File: src/source/ahb_pkg.sv
//----------------------------------------------------------------------
// AHB-Lite bus constants shared by the cache and its downstream port
// Single 32-bit data bus, little-endian byte lanes
// Only IDLE and NONSEQ transfers are ever generated or accepted
//----------------------------------------------------------------------
`default_nettype none

package ahb_pkg;

	localparam int W_ADDR       = 32;
	localparam int W_DATA       = 32;
	localparam int W_STRB       = W_DATA / 8;   // One enable per byte lane
	localparam int BUS_SIZE_LOG = 2;            // log2 of bytes per bus word

	localparam logic [1:0] HTRANS_IDLE = 2'b00;
	localparam logic [1:0] HTRANS_NSEQ = 2'b10;
	localparam logic [2:0] HSIZE_WORD  = 3'b010;

	typedef logic [W_ADDR-1:0] addr_t;
	typedef logic [W_DATA-1:0] data_t;
	typedef logic [W_STRB-1:0] strb_t;

	// Byte lanes touched by a transfer of the given size at the given offset
	function automatic strb_t size_mask(input logic [2:0] size,
		input logic [BUS_SIZE_LOG-1:0] lo);
		strb_t base;
		base = (size >= HSIZE_WORD) ? '1 : strb_t'((1 << (1 << size)) - 1);
		return base << lo;
	endfunction

endpackage

`default_nettype wire

File: src/source/cache_pkg.sv
//----------------------------------------------------------------------
// Geometry and FSM encoding of the direct-mapped write-back cache
// One bus word per line, so the index starts right above the byte
// offset and there is no word-in-line field
// Field positions assume a 32-bit address
//----------------------------------------------------------------------
`default_nettype none

package cache_pkg;

	localparam int DEPTH     = 64;      // Lines in the cache
	localparam int W_INDEX   = 6;       // log2(DEPTH)
	localparam int INDEX_LSB = 2;       // Index sits above the byte offset
	localparam int TAG_LSB   = INDEX_LSB + W_INDEX;
	localparam int W_TAG     = 32 - TAG_LSB;

	typedef logic [W_TAG-1:0]   tag_t;
	typedef logic [W_INDEX-1:0] index_t;

	// ------------------------------------------------------------------
	// Controller states
	typedef enum logic [3:0] {
		IDLE,             // No upstream data phase in progress
		READ_CHECK,       // Lookup result and read data are valid
		READ_CLEAN,       // Victim write data phase, fill address phase
		READ_FILL,        // Fill read data phase
		READ_DONE,        // Buffered fill word goes upstream
		WRITE_CHECK,      // Lookup result is valid, hit writes commit here
		WRITE_CLEAN,
		WRITE_FILL,
		WRITE_MODIFY,     // Merge upstream bytes into the fresh line
		WRITE_DONE,       // Okay response, next address phase sampled
		WRITE2READ_STALL  // Repeat the read lookup the write port blocked
	} cache_state_t;

endpackage

`default_nettype wire

File: src/source/cache_mem_if.sv
//----------------------------------------------------------------------
// Tag and data port between the cache controller and the store
// Lookups are synchronous: hit, dirty, dirty_addr and rdata are valid
// the cycle after t_ren / d_ren. Writes land on the clock edge
//----------------------------------------------------------------------
`timescale 1ns/100ps
`default_nettype none

interface cache_mem_if
	import ahb_pkg::*;
();

	// Tag side
	addr_t t_addr;
	logic  t_ren;
	logic  t_wen;
	logic  t_wvalid;
	logic  t_wdirty;
	logic  hit;
	logic  dirty;
	addr_t dirty_addr;    // Line address of the resident tag

	// Data side
	addr_t d_addr;
	logic  d_ren;
	strb_t d_wen;         // Per byte lane
	data_t wdata;
	data_t rdata;

	modport ctrl (
		output t_addr, t_ren, t_wen, t_wvalid, t_wdirty,
		output d_addr, d_ren, d_wen, wdata,
		input  hit, dirty, dirty_addr, rdata
	);

	modport store (
		input  t_addr, t_ren, t_wen, t_wvalid, t_wdirty,
		input  d_addr, d_ren, d_wen, wdata,
		output hit, dirty, dirty_addr, rdata
	);

endinterface

`default_nettype wire

File: src/source/cache_store.sv
//----------------------------------------------------------------------
// Tag, valid, dirty and data arrays of the direct-mapped cache
// Hit and dirty come from the registered lookup, so they follow any
// tag write made after the lookup
// Valid and dirty clear on reset, tags and data are left undefined
//----------------------------------------------------------------------
`timescale 1ns/100ps
`default_nettype none

module cache_store
	import ahb_pkg::*;
	import cache_pkg::*;
(
	input  logic           clk,
	input  logic           rst_n,
	cache_mem_if.store     mem
);

	tag_t             tag_mem  [DEPTH];
	data_t            data_mem [DEPTH];
	logic [DEPTH-1:0] valid_bits;
	logic [DEPTH-1:0] dirty_bits;

	index_t           t_idx;
	tag_t             t_tag;
	index_t           d_idx;
	index_t           look_idx;     // Registered lookup
	tag_t             look_tag;
	data_t            rdata_q;

	assign t_idx = mem.t_addr[INDEX_LSB +: W_INDEX];
	assign t_tag = mem.t_addr[TAG_LSB +: W_TAG];
	assign d_idx = mem.d_addr[INDEX_LSB +: W_INDEX];

	// ------------------------------------------------------------------
	// Tag side
	always_ff @(posedge clk or negedge rst_n) begin
		if (!rst_n) begin
			valid_bits <= '0;   // Cache starts empty
			dirty_bits <= '0;
		end else if (mem.t_wen) begin
			valid_bits[t_idx] <= mem.t_wvalid;
			dirty_bits[t_idx] <= mem.t_wdirty;
		end
	end

	always_ff @(posedge clk) begin
		if (mem.t_wen)
			tag_mem[t_idx] <= t_tag;
	end

	always_ff @(posedge clk or negedge rst_n) begin
		if (!rst_n) begin
			look_idx <= '0;
			look_tag <= '0;
		end else if (mem.t_ren) begin
			look_idx <= t_idx;
			look_tag <= t_tag;
		end
	end

	assign mem.hit   = valid_bits[look_idx] && (tag_mem[look_idx] == look_tag);
	assign mem.dirty = valid_bits[look_idx] && dirty_bits[look_idx];  // Invalid is never dirty

	// Victim address rebuilt from the stored tag
	assign mem.dirty_addr = {tag_mem[look_idx], look_idx, {INDEX_LSB{1'b0}}};

	// ------------------------------------------------------------------
	// Data side, byte-lane writes and a registered read
	always_ff @(posedge clk) begin
		for (int i = 0; i < W_STRB; i++) begin
			if (mem.d_wen[i])
				data_mem[d_idx][i*8 +: 8] <= mem.wdata[i*8 +: 8];
		end
		if (mem.d_ren)
			rdata_q <= data_mem[d_idx];   // Old contents on a same-cycle write
	end

	assign mem.rdata = rdata_q;

endmodule

`default_nettype wire

File: src/source/cache_ctrl.sv
//----------------------------------------------------------------------
// Write-back cache controller FSM and cache-memory steering
// Assumes src_hready is the bus HREADY, i.e. our own src_hready_resp
// in a single-slave system
// Downstream must hold dst_hready high when it has no data phase
//----------------------------------------------------------------------
`timescale 1ns/100ps
`default_nettype none

module cache_ctrl
	import ahb_pkg::*;
	import cache_pkg::*;
(
	input  logic          clk,
	input  logic          rst_n,
	input  logic          src_hready,
	input  logic [1:0]    src_htrans,
	input  logic          src_hwrite,
	input  logic [2:0]    src_hsize,
	input  addr_t         src_haddr,
	input  data_t         src_hwdata,
	input  logic          dst_hready,
	input  data_t         dst_hrdata,
	input  logic          dst_dphase_active,
	input  data_t         fill_word,        // Buffered fill data from the downstream port
	cache_mem_if.ctrl     mem,
	output cache_state_t  state,
	output logic          hit,
	output logic          dirty,
	output addr_t         src_addr_dphase,
	output logic          src_hready_resp,
	output data_t         src_hrdata
);

	logic [2:0]   src_size_dphase;
	logic         src_aphase_read;
	logic         src_aphase_write;
	logic         src_aphase;
	cache_state_t next_or_idle;
	cache_state_t state_next;
	logic         in_check;
	logic         in_clean_aphase;
	logic         maybe_modify;
	logic         wen_modify;
	logic         wen_fill;

	assign hit   = mem.hit;
	assign dirty = mem.dirty;

	assign src_aphase_read  = src_hready && src_htrans == HTRANS_NSEQ && !src_hwrite;
	assign src_aphase_write = src_hready && src_htrans == HTRANS_NSEQ && src_hwrite;
	assign src_aphase       = src_aphase_read || src_aphase_write;

	assign next_or_idle = src_aphase_read  ? READ_CHECK  :
	                      src_aphase_write ? WRITE_CHECK : IDLE;

	// Address and size of the transfer now in its data phase
	always_ff @(posedge clk or negedge rst_n) begin
		if (!rst_n) begin
			src_addr_dphase <= '0;
			src_size_dphase <= '0;
		end else if (src_aphase) begin
			src_addr_dphase <= src_haddr;
			src_size_dphase <= src_hsize;
		end
	end

	// ------------------------------------------------------------------
	// State machine
	always_comb begin
		state_next = state;
		case (state)
		IDLE, READ_DONE, WRITE_DONE: state_next = next_or_idle;
		READ_CHECK: begin
			if (hit)
				state_next = next_or_idle;
			else if (dst_hready)                      // Clean or fill address phase goes out
				state_next = dirty ? READ_CLEAN : READ_FILL;
		end
		READ_CLEAN:  if (dst_hready) state_next = READ_FILL;
		READ_FILL:   if (dst_hready) state_next = READ_DONE;
		WRITE_CHECK: begin
			if (hit && !dirty)
				state_next = WRITE_DONE;              // Tag needs its dirty bit set
			else if (hit && src_aphase_read)
				state_next = WRITE2READ_STALL;        // Data port busy with this write
			else if (hit)
				state_next = next_or_idle;
			else if (dst_hready)
				state_next = dirty ? WRITE_CLEAN : WRITE_FILL;
		end
		WRITE_CLEAN:      if (dst_hready) state_next = WRITE_FILL;
		WRITE_FILL:       if (dst_hready) state_next = WRITE_MODIFY;
		WRITE_MODIFY:     state_next = WRITE_DONE;
		WRITE2READ_STALL: state_next = READ_CHECK;
		default:          state_next = IDLE;
		endcase
	end

	always_ff @(posedge clk or negedge rst_n) begin
		if (!rst_n)
			state <= IDLE;
		else
			state <= state_next;
	end

	// ------------------------------------------------------------------
	// Cache memory steering
	assign in_check        = state == READ_CHECK || state == WRITE_CHECK;
	assign in_clean_aphase = in_check && !hit && dirty;
	assign maybe_modify    = state == WRITE_CHECK || state == WRITE_MODIFY;
	assign wen_modify      = (state == WRITE_CHECK && hit) || state == WRITE_MODIFY;
	assign wen_fill        = dst_hready && dst_dphase_active &&
	                         (state == READ_FILL || state == WRITE_FILL);

	// Writes always target the data-phase address, lookups the new one
	assign mem.t_addr   = src_aphase ? src_haddr : src_addr_dphase;
	assign mem.t_ren    = src_aphase || state == WRITE2READ_STALL;
	assign mem.t_wen    = (wen_modify && !(hit && dirty)) || wen_fill;
	assign mem.t_wvalid = wen_modify || wen_fill;
	assign mem.t_wdirty = wen_modify;

	assign mem.d_addr = in_clean_aphase                           ? mem.dirty_addr :
	                    (src_aphase && state != WRITE_CHECK)      ? src_haddr      :
	                                                                src_addr_dphase;
	assign mem.d_ren  = (src_aphase_read && state != WRITE_CHECK) ||
	                    state == WRITE2READ_STALL ||
	                    (in_clean_aphase && dst_hready);          // Victim word for dst_hwdata
	assign mem.d_wen  = {W_STRB{wen_fill}} |
	                    (size_mask(src_size_dphase, src_addr_dphase[BUS_SIZE_LOG-1:0]) &
	                     {W_STRB{wen_modify}});
	assign mem.wdata  = maybe_modify ? src_hwdata : dst_hrdata;

	// ------------------------------------------------------------------
	// Upstream response
	assign src_hready_resp = state == IDLE ||
	                         (state == READ_CHECK && hit) ||
	                         state == READ_DONE ||
	                         (state == WRITE_CHECK && hit && dirty) ||
	                         state == WRITE_DONE;

	assign src_hrdata = (state == READ_DONE) ? fill_word : mem.rdata;

endmodule

`default_nettype wire

File: src/source/ahb_dst_port.sv
//----------------------------------------------------------------------
// Downstream AHB-Lite master side of the cache
// Single-word NONSEQ transfers only, HSIZE is always a word
// The clean address phase overlaps the CHECK state, the fill address
// phase overlaps the clean data phase
//----------------------------------------------------------------------
`timescale 1ns/100ps
`default_nettype none

module ahb_dst_port
	import ahb_pkg::*;
	import cache_pkg::*;
(
	input  logic          clk,
	input  logic          rst_n,
	input  cache_state_t  state,
	input  logic          hit,
	input  logic          dirty,
	input  addr_t         src_addr_dphase,
	input  addr_t         dirty_addr,
	input  data_t         cache_rdata,
	input  logic          dst_hready,
	input  data_t         dst_hrdata,
	output addr_t         dst_haddr,
	output logic [1:0]    dst_htrans,
	output logic          dst_hwrite,
	output data_t         dst_hwdata,
	output logic          dst_dphase_active,
	output data_t         fill_word
);

	logic  check_miss;
	logic  in_clean_aphase;
	logic  in_fill;
	addr_t fill_addr;

	assign check_miss      = (state == READ_CHECK || state == WRITE_CHECK) && !hit;
	assign in_clean_aphase = check_miss && dirty;
	assign in_fill         = state == READ_FILL || state == WRITE_FILL;

	// Line is one word, so the fill is the word-aligned request address
	assign fill_addr = {src_addr_dphase[W_ADDR-1:BUS_SIZE_LOG], {BUS_SIZE_LOG{1'b0}}};

	// ------------------------------------------------------------------
	// Address phase
	assign dst_htrans = (check_miss || state == READ_CLEAN || state == WRITE_CLEAN) ?
	                    HTRANS_NSEQ : HTRANS_IDLE;
	assign dst_hwrite = in_clean_aphase;
	assign dst_haddr  = in_clean_aphase ? dirty_addr : fill_addr;

	// Victim word was read from the store during the clean address phase
	assign dst_hwdata = cache_rdata;

	always_ff @(posedge clk or negedge rst_n) begin
		if (!rst_n)
			dst_dphase_active <= 1'b0;
		else if (dst_hready)
			dst_dphase_active <= dst_htrans == HTRANS_NSEQ;
	end

	// ------------------------------------------------------------------
	// Fill data buffer, cuts the dst_hrdata to src_hrdata path
	always_ff @(posedge clk) begin
		if (dst_hready && dst_dphase_active && in_fill)
			fill_word <= dst_hrdata;
	end

endmodule

`default_nettype wire

File: src/source/ahb_wb_cache.sv
//----------------------------------------------------------------------
// AHB-Lite write-back cache, 64 lines of one word, direct mapped
// Upstream: AHB-Lite slave, no error response, all transfers cached
// Downstream: AHB-Lite master, word-sized NONSEQ transfers, no errors
//----------------------------------------------------------------------
`timescale 1ns/100ps
`default_nettype none

module ahb_wb_cache
	import ahb_pkg::*;
	import cache_pkg::*;
(
	input  logic          clk,
	input  logic          rst_n,
	// Upstream slave
	input  logic          src_hready,
	input  logic [1:0]    src_htrans,
	input  logic          src_hwrite,
	input  addr_t         src_haddr,
	input  logic [2:0]    src_hsize,
	input  data_t         src_hwdata,
	output logic          src_hready_resp,
	output data_t         src_hrdata,
	// Downstream master
	output addr_t         dst_haddr,
	output logic [1:0]    dst_htrans,
	output logic          dst_hwrite,
	output data_t         dst_hwdata,
	input  logic          dst_hready,
	input  data_t         dst_hrdata
);

	cache_state_t state;
	logic         hit;
	logic         dirty;
	addr_t        src_addr_dphase;
	logic         dst_dphase_active;
	data_t        fill_word;

	cache_mem_if mem_if ();

	cache_store store_inst (
		.clk   (clk),
		.rst_n (rst_n),
		.mem   (mem_if.store)
	);

	cache_ctrl ctrl_inst (
		.clk               (clk),
		.rst_n             (rst_n),
		.src_hready        (src_hready),
		.src_htrans        (src_htrans),
		.src_hwrite        (src_hwrite),
		.src_hsize         (src_hsize),
		.src_haddr         (src_haddr),
		.src_hwdata        (src_hwdata),
		.dst_hready        (dst_hready),
		.dst_hrdata        (dst_hrdata),
		.dst_dphase_active (dst_dphase_active),
		.fill_word         (fill_word),
		.mem               (mem_if.ctrl),
		.state             (state),
		.hit               (hit),
		.dirty             (dirty),
		.src_addr_dphase   (src_addr_dphase),
		.src_hready_resp   (src_hready_resp),
		.src_hrdata        (src_hrdata)
	);

	ahb_dst_port dst_inst (
		.clk               (clk),
		.rst_n             (rst_n),
		.state             (state),
		.hit               (hit),
		.dirty             (dirty),
		.src_addr_dphase   (src_addr_dphase),
		.dirty_addr        (mem_if.dirty_addr),
		.cache_rdata       (mem_if.rdata),
		.dst_hready        (dst_hready),
		.dst_hrdata        (dst_hrdata),
		.dst_haddr         (dst_haddr),
		.dst_htrans        (dst_htrans),
		.dst_hwrite        (dst_hwrite),
		.dst_hwdata        (dst_hwdata),
		.dst_dphase_active (dst_dphase_active),
		.fill_word         (fill_word)
	);

endmodule

`default_nettype wire

File: config.mk
export PLATFORM = sky130hd
export DESIGN_NAME = ahb_wb_cache
export DESIGN_NICKNAME = d
export VERILOG_FILES = /design/src/source/ahb_pkg.sv /design/src/source/cache_pkg.sv /design/src/source/cache_mem_if.sv /design/src/source/cache_store.sv /design/src/source/cache_ctrl.sv /design/src/source/ahb_dst_port.sv /design/src/source/ahb_wb_cache.sv
export SDC_FILE = /design/constraint.sdc
export NUM_CORES = 2
export LEC_CHECK = 0
export ABC_AREA = 1
export BUFFER_PORTS_ARGS = -buffer_cell sky130_fd_sc_hd__buf_4
export CORE_ASPECT_RATIO = 1.4
export CORE_MARGIN = 2
export CORE_UTILIZATION = 33
export CTS_CLUSTER_DIAMETER = 120
export DETAILED_ROUTE_END_ITERATION = 8
export SLEW_MARGIN = 20
export SYNTH_ARGS = -nofsm -noshare
export SYNTH_HDL_FRONTEND = slang
export SYNTH_HIERARCHICAL = 1
export SYNTH_SLANG_ARGS = --single-unit
File: constraint.sdc
create_clock -name clk -period 8.1 [get_ports clk]
set_input_delay 0 -clock clk [delete_from_list [all_inputs] [get_ports clk]]
set_output_delay 0 -clock clk [all_outputs]
set_load 0.02 [all_outputs]
==> metrics.yaml <==
place:
  routabilityCongestion: 0.891
  dp_hpwl_um: 276000
  io_buffers: 202
route:
  via_per_inst: 5.34
  routed_wl_um: 474000
  ant_nets: 0
  wl_per_cell_um: 25.6
  drtIter0Drc: 11200
  firstDrtPassIters: 6
  drc_errors: 0
  vias: 98700
yosys:
  yosys_warnings: 6
  avgSynthCellArea_sq_um: 13.0
  synth_cells: 11600
  synth_area_sq_mm: 0.151
clock_network:
  cts_tree: "yes"
  cts_setup_buffers: 0
  clock-sinks: 3846
  clk_latency_ns: 1.01
  clk_pin_slew_ns: 0.06
  h-tree-depth: 5
  cts_root_buffer: "clkbuf_16"
  cts_buffers: 374
  clockBufferDepth: 4
global_routing:
  overflow: 0
  grt_max_degree: 157
  antenna_found_initial: 18
  grt_pass1_wl_um: 672000
  grt_pass1_vias: 94500
  grt_usage_pct: 19.7
sta:
  finalSetupViolCount: 0
  fin_crit_sh_pct: 95.2
  tns_ns: 0
  fin_worst_skew_ns: 0.135
  slew_violations: 0
  slew_headroom_pct: 19.5
  tightest_slew_ns: 1.20
  period_needed_ns: 7.72
  fmax_mhz: 130
  hold_viol: 0
  rsz0062_at_grt: "no"
finish:
  layout-drive-gt1-share_pct: 11.8
  final_util_pct: 38.4
  register_area_sq_mm: 0.115
  nets: 12200
  multi_input_area_sq_mm: 0.0328
  final_cell_mix: "edfxtp_1 (3,648), nand2_1 (3,417), nand3_1 (1,423)"
  final_common_cell: "edfxtp_1"
  fill_cells: 43000
  area_delta_synth_final_pct: 16.1
power:
  leakagePower_nw: 60.4
  power-per-cell-area_mw_per_mm2: 301
  vdd.ir_drop.worst_mv: 0.253
floorplan:
  die_h_um: 806
  core_sq_mm: 0.458
  die_area_sq_mm: 0.464
  die_w_um: 577
  ios: 206
  rows: 294
  start_util_pct: 33.1
worst_setup_path:
  critPathMaxStageDelay_ns: 0.67
  crit_slowest_cell: "dfrtp_4"
  cp.required_ns: 8.74
  cp.arrival_ns: 8.36
  crit_top_cell: "nand2_1"
  critPathKind: "reg2reg"
  cpLargestDelayFamily: "simple AND/OR/NAND/NOR gates"
  start_kind: "register"
  critPathBufInv: 6
  crit_fanout: 65
  endpoint_kind: "register"
min_path:
  worstHoldPathType: "in2reg"
flow_run:
  drv_cap: 0
status:
  status: "completed"
[what timing repair did]
action	in CTS	in global routing
endpoints found under the hold margin	3741	0
hold buffers	153	0
gates resized for setup	0	1
setup endpoints to repair	0	7
[metrics by stage]
stage	std cells	setup slack (ns)	hold slack (ns)	power [W]	instance area (sq um)
global route	18500	0.0526	0.0689	0.0547	176000
finish	18500	0.385	0.0479	0.0529	176000
CTS	18500	0.478	0.00986	0.0530	176000
floorplan	11600	3.38	-0.296	0.0306	151000
detailed placement	17700	0.592	-0.0245	0.0357	162000
global placement	17600	0.618	-0.0261	0.0356	162000
[routing by layer]
metal	track usage, %	wire length, um	vias up
met5	0	45	-
met4	10.7	28900	6
met3	2.99	38500	933
met2	32.8	228000	4881
met1	24.6	178000	49800
li1	-	-	43100
[power breakdown]
group	total (W)	internal, W	leakage (nW)	switching (W)
clock	0.0174	0.00978	5.93	0.00763
combinational	0.0125	0.00332	18.9	0.00921
sequential	0.0230	0.0228	35.5	0.000232
[flip-flops by register name (all words and copies together) (netlist names)]
register                    count
store_inst/mem.rdata           32
ctrl_inst/src_addr_dphase      32
dst_inst/fill_word             32
store_inst/look_tag            24
store_inst/data_mem          2048
dst_inst/dst_dphase_active      1
store_inst/dirty_bits          64
ctrl_inst/src_size_dphase       3
ctrl_inst/state                 4
store_inst/look_idx             6
store_inst/valid_bits          64
store_inst/tag_mem           1536
[area by class of cell]
type                            instances  share of cell area (%)
Tap cell                             6068                    4.32
Sequential cell                      3846                    65.2
Clock buffer                          471                    5.67
Multi-Input combinational cell       6781                    18.7
Clock inverter                        214                    1.25
Inverter                              259                   0.613
Antenna cell                           10                  0.0142
Timing Repair Buffer                  852                    4.32
[worst min-delay path, cell delays in order]
cell,delay [ns]
dlygate4sd3_1,0.62
buf_4,0.19
nand2_1,0.06
nand2_1,0.04
[worst paths after layout]
kind / startpoint / to / slack [ns] / depth (start not counted)
max: store_inst/look_idx[0]$_DFFE_PN0P_ / store_inst/mem.rdata[12]$_DFFE_PP_ / 0.38 / 30
min: dst_hready / dst_inst/dst_dphase_active$_DFFE_PN0P_ / 0.05 / 4
max reg2reg: store_inst/look_idx[0]$_DFFE_PN0P_ / store_inst/mem.rdata[12]$_DFFE_PP_ / 0.38 / 30
min reg2reg: ctrl_inst/src_size_dphase[1]$_DFFE_PN0N_ / ctrl_inst/src_size_dphase[1]$_DFFE_PN0N_ / 0.48 / 2
max in group asynchronous: rst_n / store_inst/look_idx[3]$_DFFE_PN0P_ / 6.73 / 4
min in group asynchronous: rst_n / store_inst/dirty_bits[1]$_DFFE_PN0P_ / 0.29 / 4
No activity file was read; power rests on OpenSTA's default activity.
